File: src/rtl/sme_pkg.sv
/*
 * Shared constants for the masked AES instruction unit:
 * share and width counts, randomness sizing, affine and MixColumn constants, LFSR seeds
 */

`default_nettype none

package sme_pkg;

    // Datapath and masking -------------------------------------------------
    localparam int XLEN       = 32;                      // Operand width
    localparam int SMAX       = 3;                       // Hardware shares, fixed at build
    localparam int NCROSS     = SMAX * (SMAX - 1) / 2;   // Random bytes per masked mul
    localparam int RMAX       = SMAX + NCROSS;           // Random words per cycle
    localparam int SBOX_STEPS = 4;                       // Masked muls per S-box pass

    // AES affine constants, added to share 0 only
    localparam logic [7:0] AFFINE_C     = 8'h63;
    localparam logic [7:0] INV_AFFINE_C = 8'h05;

    // MixColumn coefficients, nibble 3 is the high byte of the column word
    localparam logic [15:0] MIX_FWD = {4'd3, 4'd1, 4'd1, 4'd2};
    localparam logic [15:0] MIX_INV = {4'd11, 4'd13, 4'd9, 4'd14};

    // ----------------------------------------------------------------------
    // RNG bank
    // ----------------------------------------------------------------------

    // Right-shift Galois taps for x^32 + x^22 + x^2 + x + 1
    localparam logic [31:0] LFSR_POLY = 32'h8020_0003;

    // Reset seeds, one per lane, all nonzero
    localparam logic [RMAX-1:0][31:0] RNG_SEED = {
        32'h6d2b_79f5,   // Lane 5
        32'h1f83_d9ab,   // Lane 4
        32'h5be0_cd19,   // Lane 3
        32'ha54f_f53a,   // Lane 2
        32'h3c6e_f372,   // Lane 1
        32'hbb67_ae85    // Lane 0
    };

endpackage

`default_nettype wire

File: src/rtl/sme_rng.sv
/*
 * Bank of RMAX 32-bit Galois LFSRs, one fresh word per lane every cycle
 */

`timescale 1ns/1ps
`default_nettype none

module sme_rng (
    input  logic                     g_clk,
    input  logic                     arst_n,
    output logic [sme_pkg::XLEN-1:0] rng [sme_pkg::RMAX]   // Lane outputs
);

    logic [31:0] lfsr [sme_pkg::RMAX];

    // ----------------------------------------------------------------------
    // Lanes
    // ----------------------------------------------------------------------

    for (genvar i = 0; i < sme_pkg::RMAX; i++) begin : g_lane
        always_ff @(posedge g_clk or negedge arst_n) begin
            if (!arst_n) begin
                lfsr[i] <= sme_pkg::RNG_SEED[i];   // Distinct seed per lane
            end else begin
                // Shift right, fold taps in on a one out
                lfsr[i] <= {1'b0, lfsr[i][31:1]} ^ (lfsr[i][0] ? sme_pkg::LFSR_POLY : 32'h0);
            end
        end

        assign rng[i] = lfsr[i];
    end

endmodule

`default_nettype wire

File: src/rtl/sme_dom_mul.sv
/*
 * Masked GF(2^8) multiplier over SMAX Boolean shares, combinational,
 * cross products refreshed with one random byte per share pair
 */

`timescale 1ns/1ps
`default_nettype none

module sme_dom_mul (
    input  logic [7:0] a   [sme_pkg::SMAX],   // Shares of first operand
    input  logic [7:0] b   [sme_pkg::SMAX],   // Shares of second operand
    input  logic [7:0] rnd [sme_pkg::NCROSS], // Fresh bytes, one per pair
    output logic [7:0] p   [sme_pkg::SMAX]    // Shares of the product
);

    // Multiply by x modulo the AES polynomial
    function automatic logic [7:0] xtime(input logic [7:0] v);
        return {v[6:0], 1'b0} ^ (v[7] ? 8'h1b : 8'h00);
    endfunction

    // Shift-and-add multiply in GF(2^8)
    function automatic logic [7:0] gf_mul(input logic [7:0] x, input logic [7:0] y);
        logic [7:0] acc;
        logic [7:0] sh;
        acc = 8'h00;
        sh  = x;
        for (int n = 0; n < 8; n++) begin
            if (y[n]) begin
                acc = acc ^ sh;   // Add term for this bit of y
            end
            sh = xtime(sh);
        end
        return acc;
    endfunction

    // ----------------------------------------------------------------------
    // Domain products
    // ----------------------------------------------------------------------

    always_comb begin
        int k;                          // Pair index into rnd
        k = 0;

        // Diagonal terms stay in their own share
        for (int i = 0; i < sme_pkg::SMAX; i++) begin
            p[i] = gf_mul(a[i], b[i]);
        end

        // Pair (i,j) shares one random byte; it cancels in the XOR of all shares
        for (int i = 0; i < sme_pkg::SMAX; i++) begin
            for (int j = i + 1; j < sme_pkg::SMAX; j++) begin
                p[i] = p[i] ^ gf_mul(a[i], b[j]) ^ rnd[k];
                p[j] = p[j] ^ gf_mul(a[j], b[i]) ^ rnd[k];
                k    = k + 1;
            end
        end
    end

endmodule

`default_nettype wire

File: src/rtl/sme_sbox_aes.sv
/*
 * Multi-cycle masked AES S-box, forward and inverse
 * Inversion as x^254 with share-wise squarings and one masked mul per step
 */

`timescale 1ns/1ps
`default_nettype none

module sme_sbox_aes (
    input  logic                     g_clk,
    input  logic                     arst_n,
    input  logic                     en,                        // Request active
    input  logic                     flush,                     // Abort and restart
    input  logic                     dec,                       // Inverse S-box
    input  logic [sme_pkg::XLEN-1:0] rng      [sme_pkg::RMAX],  // Fresh words
    input  logic [7:0]               sbox_in  [sme_pkg::SMAX],
    output logic [7:0]               sbox_out [sme_pkg::SMAX],
    output logic                     done                       // Step 3, result valid
);

    // Squaring in GF(2^8), linear so it works per share
    function automatic logic [7:0] gf_sq(input logic [7:0] v);
        return {v[6] ^ v[7],
                v[3] ^ v[5],
                v[5] ^ v[6],
                v[2] ^ v[4] ^ v[7],
                v[4] ^ v[5] ^ v[6] ^ v[7],
                v[1] ^ v[5],
                v[4] ^ v[6] ^ v[7],
                v[0] ^ v[4] ^ v[6]};
    endfunction

    // Linear part of the forward affine map
    function automatic logic [7:0] aff_lin(input logic [7:0] v);
        return v ^ {v[6:0], v[7]} ^ {v[5:0], v[7:6]} ^ {v[4:0], v[7:5]} ^ {v[3:0], v[7:4]};
    endfunction

    // Linear part of the inverse affine map
    function automatic logic [7:0] inv_aff_lin(input logic [7:0] v);
        return {v[6:0], v[7]} ^ {v[4:0], v[7:5]} ^ {v[1:0], v[7:2]};
    endfunction

    logic [1:0] step;                         // Current multiplication
    logic [7:0] x_in   [sme_pkg::SMAX];       // x after optional inverse affine
    logic [7:0] x2     [sme_pkg::SMAX];
    logic [7:0] x12    [sme_pkg::SMAX];
    logic [7:0] x240   [sme_pkg::SMAX];
    logic [7:0] x3_r   [sme_pkg::SMAX];       // Step 0 product
    logic [7:0] prod_r [sme_pkg::SMAX];       // Step 1 and 2 products
    logic [7:0] mul_a  [sme_pkg::SMAX];
    logic [7:0] mul_b  [sme_pkg::SMAX];
    logic [7:0] mul_p  [sme_pkg::SMAX];
    logic [7:0] rnd    [sme_pkg::NCROSS];

    // Share-wise linear layers ---------------------------------------------
    for (genvar s = 0; s < sme_pkg::SMAX; s++) begin : g_share
        assign x_in[s] = dec ? inv_aff_lin(sbox_in[s]) ^ ((s == 0) ? sme_pkg::INV_AFFINE_C : 8'h00)
                             : sbox_in[s];
        assign x2[s]   = gf_sq(x_in[s]);
        assign x12[s]  = gf_sq(gf_sq(x3_r[s]));                       // (x^3)^4
        assign x240[s] = gf_sq(gf_sq(gf_sq(gf_sq(prod_r[s]))));       // (x^15)^16

        // Forward affine on the way out; the constant goes into one share only
        assign sbox_out[s] = dec ? mul_p[s]
                                 : aff_lin(mul_p[s]) ^ ((s == 0) ? sme_pkg::AFFINE_C : 8'h00);
    end

    // One byte per pair, a different byte each step
    for (genvar k = 0; k < sme_pkg::NCROSS; k++) begin : g_rnd
        assign rnd[k] = rng[k][{step, 3'b000} +: 8];
    end

    // Operand select for the single multiplier
    always_comb begin
        for (int s = 0; s < sme_pkg::SMAX; s++) begin
            case (step)
                2'd0: begin                   // x^3
                    mul_a[s] = x2[s];
                    mul_b[s] = x_in[s];
                end
                2'd1: begin                   // x^15
                    mul_a[s] = x12[s];
                    mul_b[s] = x3_r[s];
                end
                2'd2: begin                   // x^252
                    mul_a[s] = x240[s];
                    mul_b[s] = x12[s];
                end
                default: begin                // x^254
                    mul_a[s] = prod_r[s];
                    mul_b[s] = x2[s];
                end
            endcase
        end
    end

    sme_dom_mul u_mul (
        .a   (mul_a),
        .b   (mul_b),
        .rnd (rnd),
        .p   (mul_p)
    );

    assign done = en && (step == 2'(sme_pkg::SBOX_STEPS - 1)) && !flush;

    // ----------------------------------------------------------------------
    // Step counter and product registers
    // ----------------------------------------------------------------------

    always_ff @(posedge g_clk or negedge arst_n) begin
        if (!arst_n) begin
            step <= 2'd0;
        end else if (flush || done) begin
            step <= 2'd0;                 // Restart or finish
        end else if (en) begin
            step <= step + 2'd1;
        end
    end

    always_ff @(posedge g_clk or negedge arst_n) begin
        if (!arst_n) begin
            for (int s = 0; s < sme_pkg::SMAX; s++) begin
                x3_r[s]   <= 8'h00;
                prod_r[s] <= 8'h00;
            end
        end else begin
            if (en && step == 2'd0) begin
                x3_r <= mul_p;
            end
            if (en && (step == 2'd1 || step == 2'd2)) begin
                prod_r <= mul_p;          // x^15, then x^252
            end
        end
    end

    // Counter holds when idle
    a_step_hold : assert property (@(posedge g_clk) disable iff (!arst_n)
        (!en && !flush) |=> $stable(step));

    a_done_en : assert property (@(posedge g_clk) disable iff (!arst_n)
        !en |-> !done);

endmodule

`default_nettype wire

File: src/rtl/sme_crypto.sv
/*
 * AES instruction datapath over SMAX shares
 * Byte select, masked S-box, MixColumn, byte rotation and rs1 XOR
 */

`timescale 1ns/1ps
`default_nettype none

module sme_crypto (
    input  logic                     g_clk,
    input  logic                     arst_n,
    input  logic [sme_pkg::XLEN-1:0] rng [sme_pkg::RMAX],   // Fresh randomness
    input  logic                     flush,                 // Discard op in flight
    input  logic                     valid,
    output logic                     ready,                 // One-cycle result pulse
    input  logic                     op_aeses,
    input  logic                     op_aesesm,
    input  logic                     op_aesds,
    input  logic                     op_aesdsm,
    input  logic [1:0]               bs,                    // AES byte select
    input  logic [sme_pkg::XLEN-1:0] rs1 [sme_pkg::SMAX],
    input  logic [sme_pkg::XLEN-1:0] rs2 [sme_pkg::SMAX],
    output logic [sme_pkg::XLEN-1:0] rd  [sme_pkg::SMAX]
);

    // Multiply by x modulo 8'h1b
    function automatic logic [7:0] xtime(input logic [7:0] v);
        return {v[6:0], 1'b0} ^ (v[7] ? 8'h1b : 8'h00);
    endfunction

    // Multiply by a 4-bit constant, enough for MixColumn
    function automatic logic [7:0] mul_c(input logic [7:0] v, input logic [3:0] c);
        return (c[0] ? v : 8'h00)
             ^ (c[1] ? xtime(v) : 8'h00)
             ^ (c[2] ? xtime(xtime(v)) : 8'h00)
             ^ (c[3] ? xtime(xtime(xtime(v))) : 8'h00);
    endfunction

    // Rotate left by whole bytes
    function automatic logic [31:0] rotl_b(input logic [31:0] w, input logic [1:0] n);
        case (n)
            2'd0:    return w;
            2'd1:    return {w[23:0], w[31:24]};
            2'd2:    return {w[15:0], w[31:16]};
            default: return {w[7:0], w[31:8]};
        endcase
    endfunction

    // ----------------------------------------------------------------------
    // Decode
    // ----------------------------------------------------------------------

    logic       aes_any;                     // Any AES op strobe
    logic       aes_en;
    logic       aes_dec;                     // Inverse direction
    logic       aes_mix;                     // Expand to column word
    logic       sbox_done;
    logic [7:0] sbox_in  [sme_pkg::SMAX];
    logic [7:0] sbox_out [sme_pkg::SMAX];

    assign aes_any = op_aeses || op_aesesm || op_aesds || op_aesdsm;
    assign aes_en  = valid && aes_any;
    assign aes_dec = op_aesds || op_aesdsm;
    assign aes_mix = op_aesesm || op_aesdsm;
    assign ready   = valid && aes_any && sbox_done;

    // Per-share datapath ---------------------------------------------------
    for (genvar s = 0; s < sme_pkg::SMAX; s++) begin : g_share
        logic [31:0] mix_w;                  // MixColumn word
        logic [31:0] col_w;                  // Word before rotation

        assign sbox_in[s] = rs2[s][{bs, 3'b000} +: 8];

        for (genvar b = 0; b < 4; b++) begin : g_byte
            assign mix_w[8*b +: 8] = mul_c(sbox_out[s], aes_dec ? sme_pkg::MIX_INV[4*b +: 4]
                                                                : sme_pkg::MIX_FWD[4*b +: 4]);
        end

        assign col_w = aes_mix ? mix_w : {24'h000000, sbox_out[s]};
        assign rd[s] = rotl_b(col_w, bs) ^ rs1[s];       // Share-wise, stays masked
    end

    sme_sbox_aes u_sbox (
        .g_clk    (g_clk),
        .arst_n   (arst_n),
        .en       (aes_en),
        .flush    (flush),
        .dec      (aes_dec),
        .rng      (rng),
        .sbox_in  (sbox_in),
        .sbox_out (sbox_out),
        .done     (sbox_done)
    );

    // ----------------------------------------------------------------------
    // Request checks
    // ----------------------------------------------------------------------

    a_op_onehot : assert property (@(posedge g_clk) disable iff (!arst_n)
        $onehot0({op_aeses, op_aesesm, op_aesds, op_aesdsm}));

    a_req_stable : assert property (@(posedge g_clk) disable iff (!arst_n)
        (valid && !ready) |=> $stable({bs, op_aeses, op_aesesm, op_aesds, op_aesdsm}));

    // Operand shares held until the result pulse
    for (genvar s = 0; s < sme_pkg::SMAX; s++) begin : g_chk
        a_rs2_stable : assert property (@(posedge g_clk) disable iff (!arst_n)
            (valid && !ready) |=> $stable(rs2[s]));
    end

endmodule

`default_nettype wire

File: src/rtl/sme_top.sv
/*
 * Top of the masked AES instruction unit: RNG bank plus crypto datapath
 */

`timescale 1ns/1ps
`default_nettype none

module sme_top (
    input  logic                     g_clk,
    input  logic                     arst_n,
    input  logic                     flush,
    input  logic                     valid,
    output logic                     ready,
    input  logic                     op_aeses,
    input  logic                     op_aesesm,
    input  logic                     op_aesds,
    input  logic                     op_aesdsm,
    input  logic [1:0]               bs,
    input  logic [sme_pkg::XLEN-1:0] rs1 [sme_pkg::SMAX],
    input  logic [sme_pkg::XLEN-1:0] rs2 [sme_pkg::SMAX],
    output logic [sme_pkg::XLEN-1:0] rd  [sme_pkg::SMAX]
);

    logic [sme_pkg::XLEN-1:0] rng [sme_pkg::RMAX];   // Randomness to the S-box

    // ----------------------------------------------------------------------
    // Randomness source
    // ----------------------------------------------------------------------

    sme_rng u_rng (
        .g_clk  (g_clk),
        .arst_n (arst_n),
        .rng    (rng)
    );

    // ----------------------------------------------------------------------
    // AES instruction datapath
    // ----------------------------------------------------------------------

    sme_crypto u_crypto (
        .g_clk     (g_clk),
        .arst_n    (arst_n),
        .rng       (rng),
        .flush     (flush),
        .valid     (valid),
        .ready     (ready),
        .op_aeses  (op_aeses),
        .op_aesesm (op_aesesm),
        .op_aesds  (op_aesds),
        .op_aesdsm (op_aesdsm),
        .bs        (bs),
        .rs1       (rs1),
        .rs2       (rs2),
        .rd        (rd)
    );

endmodule

`default_nettype wire

File: config.mk
export PLATFORM = sky130hd
export DESIGN_NAME = sme_top
export DESIGN_NICKNAME = d
export VERILOG_FILES = /design/src/rtl/sme_pkg.sv /design/src/rtl/sme_rng.sv /design/src/rtl/sme_dom_mul.sv /design/src/rtl/sme_sbox_aes.sv /design/src/rtl/sme_crypto.sv /design/src/rtl/sme_top.sv
export SDC_FILE = /design/constraint.sdc
export NUM_CORES = 2
export LEC_CHECK = 0
export BUFFER_PORTS_ARGS = -buffer_cell sky130_fd_sc_hd__buf_4
export CAP_MARGIN = 25
export CORE_AREA = 3 3 153 304
export CTS_CLUSTER_SIZE = 16
export DETAILED_ROUTE_END_ITERATION = 8
export DIE_AREA = 0 0 156 307
export GPL_TIMING_DRIVEN = 0
export HOLD_SLACK_MARGIN = 0.1
export PLACE_DENSITY = 0.7
export SLEW_MARGIN = 15
export SYNTH_ARGS = -nofsm -noshare
export SYNTH_HDL_FRONTEND = slang
export SYNTH_SLANG_ARGS = --single-unit
File: constraint.sdc
create_clock -name g_clk -period 22.1 [get_ports g_clk]
set_input_delay 4.42 -clock g_clk [delete_from_list [all_inputs] [get_ports g_clk]]
set_output_delay 4.42 -clock g_clk [all_outputs]
set_load 0.1 [all_outputs]
=== Word-level counts from Yosys, hierarchy flattened ===
Cells that the tools add are included.

* Bitwise logic cells: 440
* Reduce and logical (&&, ||, !) cells: 17
* Eq/ne operators: 5
* Muxes and demuxes: 177
* Shifts and indexed selects: 6
* $add $sub $neg: 1

{| class="wikitable"
|+ Operators with widths
! operator !! count
|-
| $xor A8 B8 Y8 || 157
|-
| $mux W8 || 126
|-
| $pmux W32 S3 || 3
|-
| $xor A1 B1 Y1 || 273
|-
| $mux W32 || 6
|-
| $shiftx A32 B6 Y8 || 6
|-
| $mux W5 || 30
|-
| $pmux W8 S3 || 6
|-
| $xor A31 B32 Y32 || 3
|-
| $xor A32 B32 Y32 || 3
|-
| $mux W4 || 4
|-
| $xor A8 B5 Y8 || 2
|-
| $logic_or A1 B1 Y1 || 7
|-
| $eq A2 B2 Y1 const B || 3
|-
| $logic_and A1 B1 Y1 || 6
|-
| $eq A2 B1 Y1 const B || 2
|-
| $logic_not A2 Y1 || 2
|-
| $mux W2 || 2
|-
| $not A4 Y4 || 1
|-
| $add A2 B1 Y2 const B || 1
|-
| $not A2 Y2 || 1
|-
| $reduce_bool A2 Y1 || 1
|-
| $logic_not A1 Y1 || 1
|}

* Bits in registers: 146
* Logic and storage cells: 656

=== Depth between registers and ports, before layout ===
* Depth in word-level cells: 47
* Mapped depth: 30
* Mapped depth without buffers: 22

=== Hierarchy ===
Synthesis repeated with hierarchy kept, for this count alone.

* Cells, all modules: 2801
* Area total of the unflattened synthesis: 26025.0 µm²

{| class="wikitable"
|+ By module, submodules not included
! module !! cells each !! instances !! sequential area each (µm²) !! area each (µm²)
|-
| sme_crypto || 1165 || 1 || 0.0 || 8390.5
|-
| sme_sbox_aes || 627 || 1 || 1251.2 || 6585.1
|-
| sme_dom_mul || 799 || 1 || 0.0 || 5948.2
|-
| sme_rng || 210 || 1 || 4943.5 || 5101.1
|}

=== Worst setup path before layout ===
No wires, ideal clock.

* Kind: input port to output port
* From: input bs[0]
* To: output rd[76] in the netlist's numbering
* Stages: 25
* Setup slack: 6250 ps
* Arrival: 11430 ps
* Data required time: 17680 ps
* Buffers on the path: 5
* Cell sequence: buf_6 -> buf_12 -> buf_8 -> mux4_2 -> buf_2 -> or4_1 -> and4_1 -> nand3_1 -> a31oi_1 -> buf_2 -> or4_1 -> o311ai_1 -> or2_1 -> nor2_1 -> xnor3_1 -> xor2_4 -> xnor2_4 -> xnor3_2 -> xor2_1 -> o21ai_1 -> xnor2_1 -> or2_1 -> xor2_1 -> a2bb2oi_1 -> xnor2_1

{| class="wikitable"
|+ RTL lines
! element !! RTL line !! text
|-
| from (decl) || sme_top.sv:18 || <nowiki>input logic [1:0] bs,</nowiki>
|-
| to (decl) || sme_top.sv:21 || <nowiki>output logic [sme_pkg::XLEN-1:0] rd [sme_pkg::SMAX]</nowiki>
|}

==> load_flow_metrics.sql <==
INSERT INTO impl_metrics (metric_group, metric, value, unit) VALUES
('synthesis', 'synth-seq-cells', '146', ''),
('layout', 'antenna_cells', '0', ''),
('routing', 'totalWireLength', '99780', 'um'),
('outcome', 'outcome', 'completed', ''),
('clock_network', 'clock_transition_time_at_the_flip_flop_clock_pins_of_the_worst_setup_and_hold_paths', '0.07', 'ns'),
('synthesis', 'largest_family_of_logic_cells_by_synthesized_area', 'XOR/XNOR gates', ''),
('min_path', 'hold_path.class', 'reg -> reg', ''),
('clock_network', 'hold_buffers', '0', ''),
('critical_path', 'r2r_slack', '13.41', 'ns'),
('critical_path', 'timing.rr.start', 'u_crypto.u_sbox.step[0]$_DFFE_PN0P_', ''),
('global_route', 'antenna_found_initial', '0', ''),
('sta', 'maxSlewHeadroom', '24.08', '%'),
('floorplan', 'io_pins', '299', ''),
('sta', 'clock_skew', '0.02593', 'ns'),
('synthesis', 'xor_xnor_cell_area_share_of_the_yosys_netlist', '39.82', '%'),
('sta', 'fin_crit', '17.28', 'ns'),
('layout', 'area_growth', '16.28', '%'),
('global_route', 'grt_use_total', '40.82', '%'),
('clock_network', 'cts.root.buffer_cell', 'sky130_fd_sc_hd__clkbuf_16', ''),
('placement', 'dp_hpwl', '81740', 'um'),
('layout', 'stdcell_area', '25800', 'um^2'),
('floorplan', 'num_rows', '109', ''),
('synthesis', 'post_synth_and_or_nand_nor_area_fraction', '13.35', '%'),
('routing', 'detailroute.via_count', '21140', ''),
('global_route', 'grt_first_pass_wirelength', '143900', 'um'),
('layout', 'multiInputGateArea', '17590', 'um^2'),
('synthesis', 'yosysWarningCount', '0', ''),
('critical_path', 'worst-path-max-fanout', '10', ''),
('synthesis', 'synth_enable_flop_cells', '0', ''),
('min_path', 'worst_hold_path.endpoint', 'u_rng.rng[133]$_DFF_PN1_', ''),
('clock_network', 'cts-buffers-inserted', '17', ''),
('layout', 'final.fill_count', '4022', ''),
('synthesis', 'synth-seq-area-share', '16.78', '%'),
('layout', 'area.sequential', '3725', 'um^2'),
('critical_path', 'reg2reg_depth', '20', ''),
('clock_network', 'cts.repair.resized', '0', ''),
('sta', 'fmaxAchievable', '57.88', 'MHz'),
('routing', 'drtPass1Iterations', '6', ''),
('routing', 'vias_per_cell', '6.287', ''),
('placement', 'port_buffers', '296', ''),
('synthesis', 'synthMuxAreaShare', '9.483', '%'),
('synthesis', 'synth_compound_area_share', '16.34', '%'),
('routing', 'detailedRoute.firstIterationViolations', '2028', ''),
('placement', 'pre_cts_slack', '5.043', 'ns'),
('routing', 'drc_errors', '0', ''),
('routing', 'routed_wire_length_per_instance', '29.68', 'um'),
('global_route', 'grt_max_degree', '91', ''),
('sta', 'hold_violations', '0', ''),
('synthesis', 'async_reset_ff_share', '100.0', '%'),
('layout', 'fin_nets', '3000', ''),
('layout', 'final_util', '58.22', '%'),
('min_path', 'timing.hold.worst.start', 'u_rng.rng[134]$_DFF_PN1_', ''),
('placement', 'dpl_cell_area', '25170', 'um^2'),
('critical_path', 'worst_r2r_endpoint', 'u_crypto.u_sbox.x3_r[3]$_DFFE_PN0P_', ''),
('sta', 'unrepaired_setup_endpoints_after_global_routing', 'false', ''),
('critical_path', 'crit_required', '17.68', 'ns'),
('global_route', 'gr-total-overflow', '0', ''),
('synthesis', 'netlist_instances', '2475', ''),
('sta', 'count_of_endpoints_failing_setup_in_the_final_report', '0', ''),
('layout', 'layout-drive-gt1-share', '22.84', '%'),
('sta', 'totalNegativeSetupSlack', '0', 'ns'),
('global_route', 'number_of_global_route_vias_before_repair', '22100', ''),
('flow_run', 'max_cap_viol_count', '0', ''),
('sta', 'final.setup.worst_slack', '4.824', 'ns'),
('synthesis', 'synth_nets', '2681', ''),
('critical_path', 'critical_path_arrival', '12.86', 'ns'),
('critical_path', 'critical_path_class', 'in -> out', ''),
('critical_path', 'end_kind', 'output port', ''),
('clock_network', 'cts.htree.levels', '4', ''),
('synthesis', 'syn_area_per_cell', '8.967', 'um^2'),
('floorplan', 'floorplan.initialDensity', '50.07', '%');
==> worst max path at each step <==
stage | endpoint | from
after global placement | rd[69] | op_aesdsm
final | rd[27] | op_aesds
after detailed placement | rd[53] | op_aesdsm
after CTS | rd[53] | op_aesdsm
after global routing | rd[44] | op_aesdsm
after floorplan | rd[76] | bs[0]
==> final cells by class <==
cell class	instances	share of cell area [%]
Buffer	177	3.118
Clock buffer	17	1.649
Clock inverter	15	0.7855
Inverter	22	0.3200
Multi-Input combinational cell	2130	68.17
Sequential cell	146	14.43
Tap cell	555	2.691
Timing Repair Buffer	300	8.834
==> placed cells by master (no fill, tap or decap), types with 33 or more instances in the layout <==
master / n
sky130_fd_sc_hd__a21oi_1: 117
sky130_fd_sc_hd__buf_2: 42
sky130_fd_sc_hd__buf_4: 305
sky130_fd_sc_hd__clkbuf_1: 100
sky130_fd_sc_hd__dfrtp_1: 89
sky130_fd_sc_hd__dfstp_2: 57
sky130_fd_sc_hd__mux2_2: 33
sky130_fd_sc_hd__mux2i_1: 57
sky130_fd_sc_hd__mux4_2: 49
sky130_fd_sc_hd__nand2_1: 249
sky130_fd_sc_hd__nor2_1: 239
sky130_fd_sc_hd__nor3_1: 44
sky130_fd_sc_hd__o21ai_0: 90
sky130_fd_sc_hd__xnor2_1: 423
sky130_fd_sc_hd__xnor3_1: 80
sky130_fd_sc_hd__xor2_1: 235
==> state kept, by name (all words and copies together), names as in the netlist <==
signal                  count
u_crypto.u_sbox.x3_r       24
u_crypto.u_sbox.step        2
u_rng.rng                  96
u_crypto.u_sbox.prod_r     24
==> routing by layer <==
layer  GRT usage, %  wire length [um]
met3          5.112              5934
met1          39.37             31280
met4          42.17             12920
met5              0                 0
met2          71.35             49650
==> metrics by stage <==
step / hold slack (ns) / std cells
after global routing: 0.3622 / 3362
after detailed placement: 0.3553 / 3329
after floorplan: 0.3488 / 2475
final: 0.3595 / 3362
after CTS: 0.3602 / 3361
after global placement: 0.3525 / 3326
==> cells by family after synthesis <==
logic type / Yosys count
flops: 146
compound gates: 509
fa+ha+maj: 4
xor+xnor: 799
buf+inv: 199
mux: 142
simple gates: 676
==> synthesized netlist by cell type (all sizes together), types with 29 or more instances <==
cell type	n	area share (%)
nand2	250	4.2
dfstp	57	6.7
mux2	33	1.7
mux2i	60	2.8
nand3	31	0.70
xor2	246	10
a21oi	122	2.8
o21ai	120	2.9
dfrtp	89	10
buf	77	1.9
mux4	49	5.0
xnor3	90	9.2
clkbuf	100	1.7
a221oi	29	1.4
xnor2	451	19
nor2	241	4.1
nor3	45	1.0
==> worst max-delay path, stage by stage <==
cell and delay, ns:
sky130_fd_sc_hd__buf_4 0.14, sky130_fd_sc_hd__or2_2 0.11, sky130_fd_sc_hd__clkbuf_1 0.54, sky130_fd_sc_hd__clkbuf_1 0.85, sky130_fd_sc_hd__nand2_1 0.42, sky130_fd_sc_hd__o211ai_1 0.74
sky130_fd_sc_hd__xor2_1 0.37, sky130_fd_sc_hd__xnor2_1 0.58, sky130_fd_sc_hd__buf_4 0.28, sky130_fd_sc_hd__clkbuf_1 0.58, sky130_fd_sc_hd__nor2_1 0.19, sky130_fd_sc_hd__a221oi_1 0.36
sky130_fd_sc_hd__xnor3_1 0.63, sky130_fd_sc_hd__xnor2_2 0.40, sky130_fd_sc_hd__xnor3_1 0.48, sky130_fd_sc_hd__nor2_1 0.16, sky130_fd_sc_hd__xnor2_1 0.26, sky130_fd_sc_hd__a21boi_1 0.33
sky130_fd_sc_hd__nand2_1 0.11, sky130_fd_sc_hd__o32a_1 0.22, sky130_fd_sc_hd__o211ai_1 0.16, sky130_fd_sc_hd__xor2_1 0.19, sky130_fd_sc_hd__buf_4 0.31
Power is not shown: default switching activity piles up to over one toggle a cycle in this logic, so the estimate is an artifact.
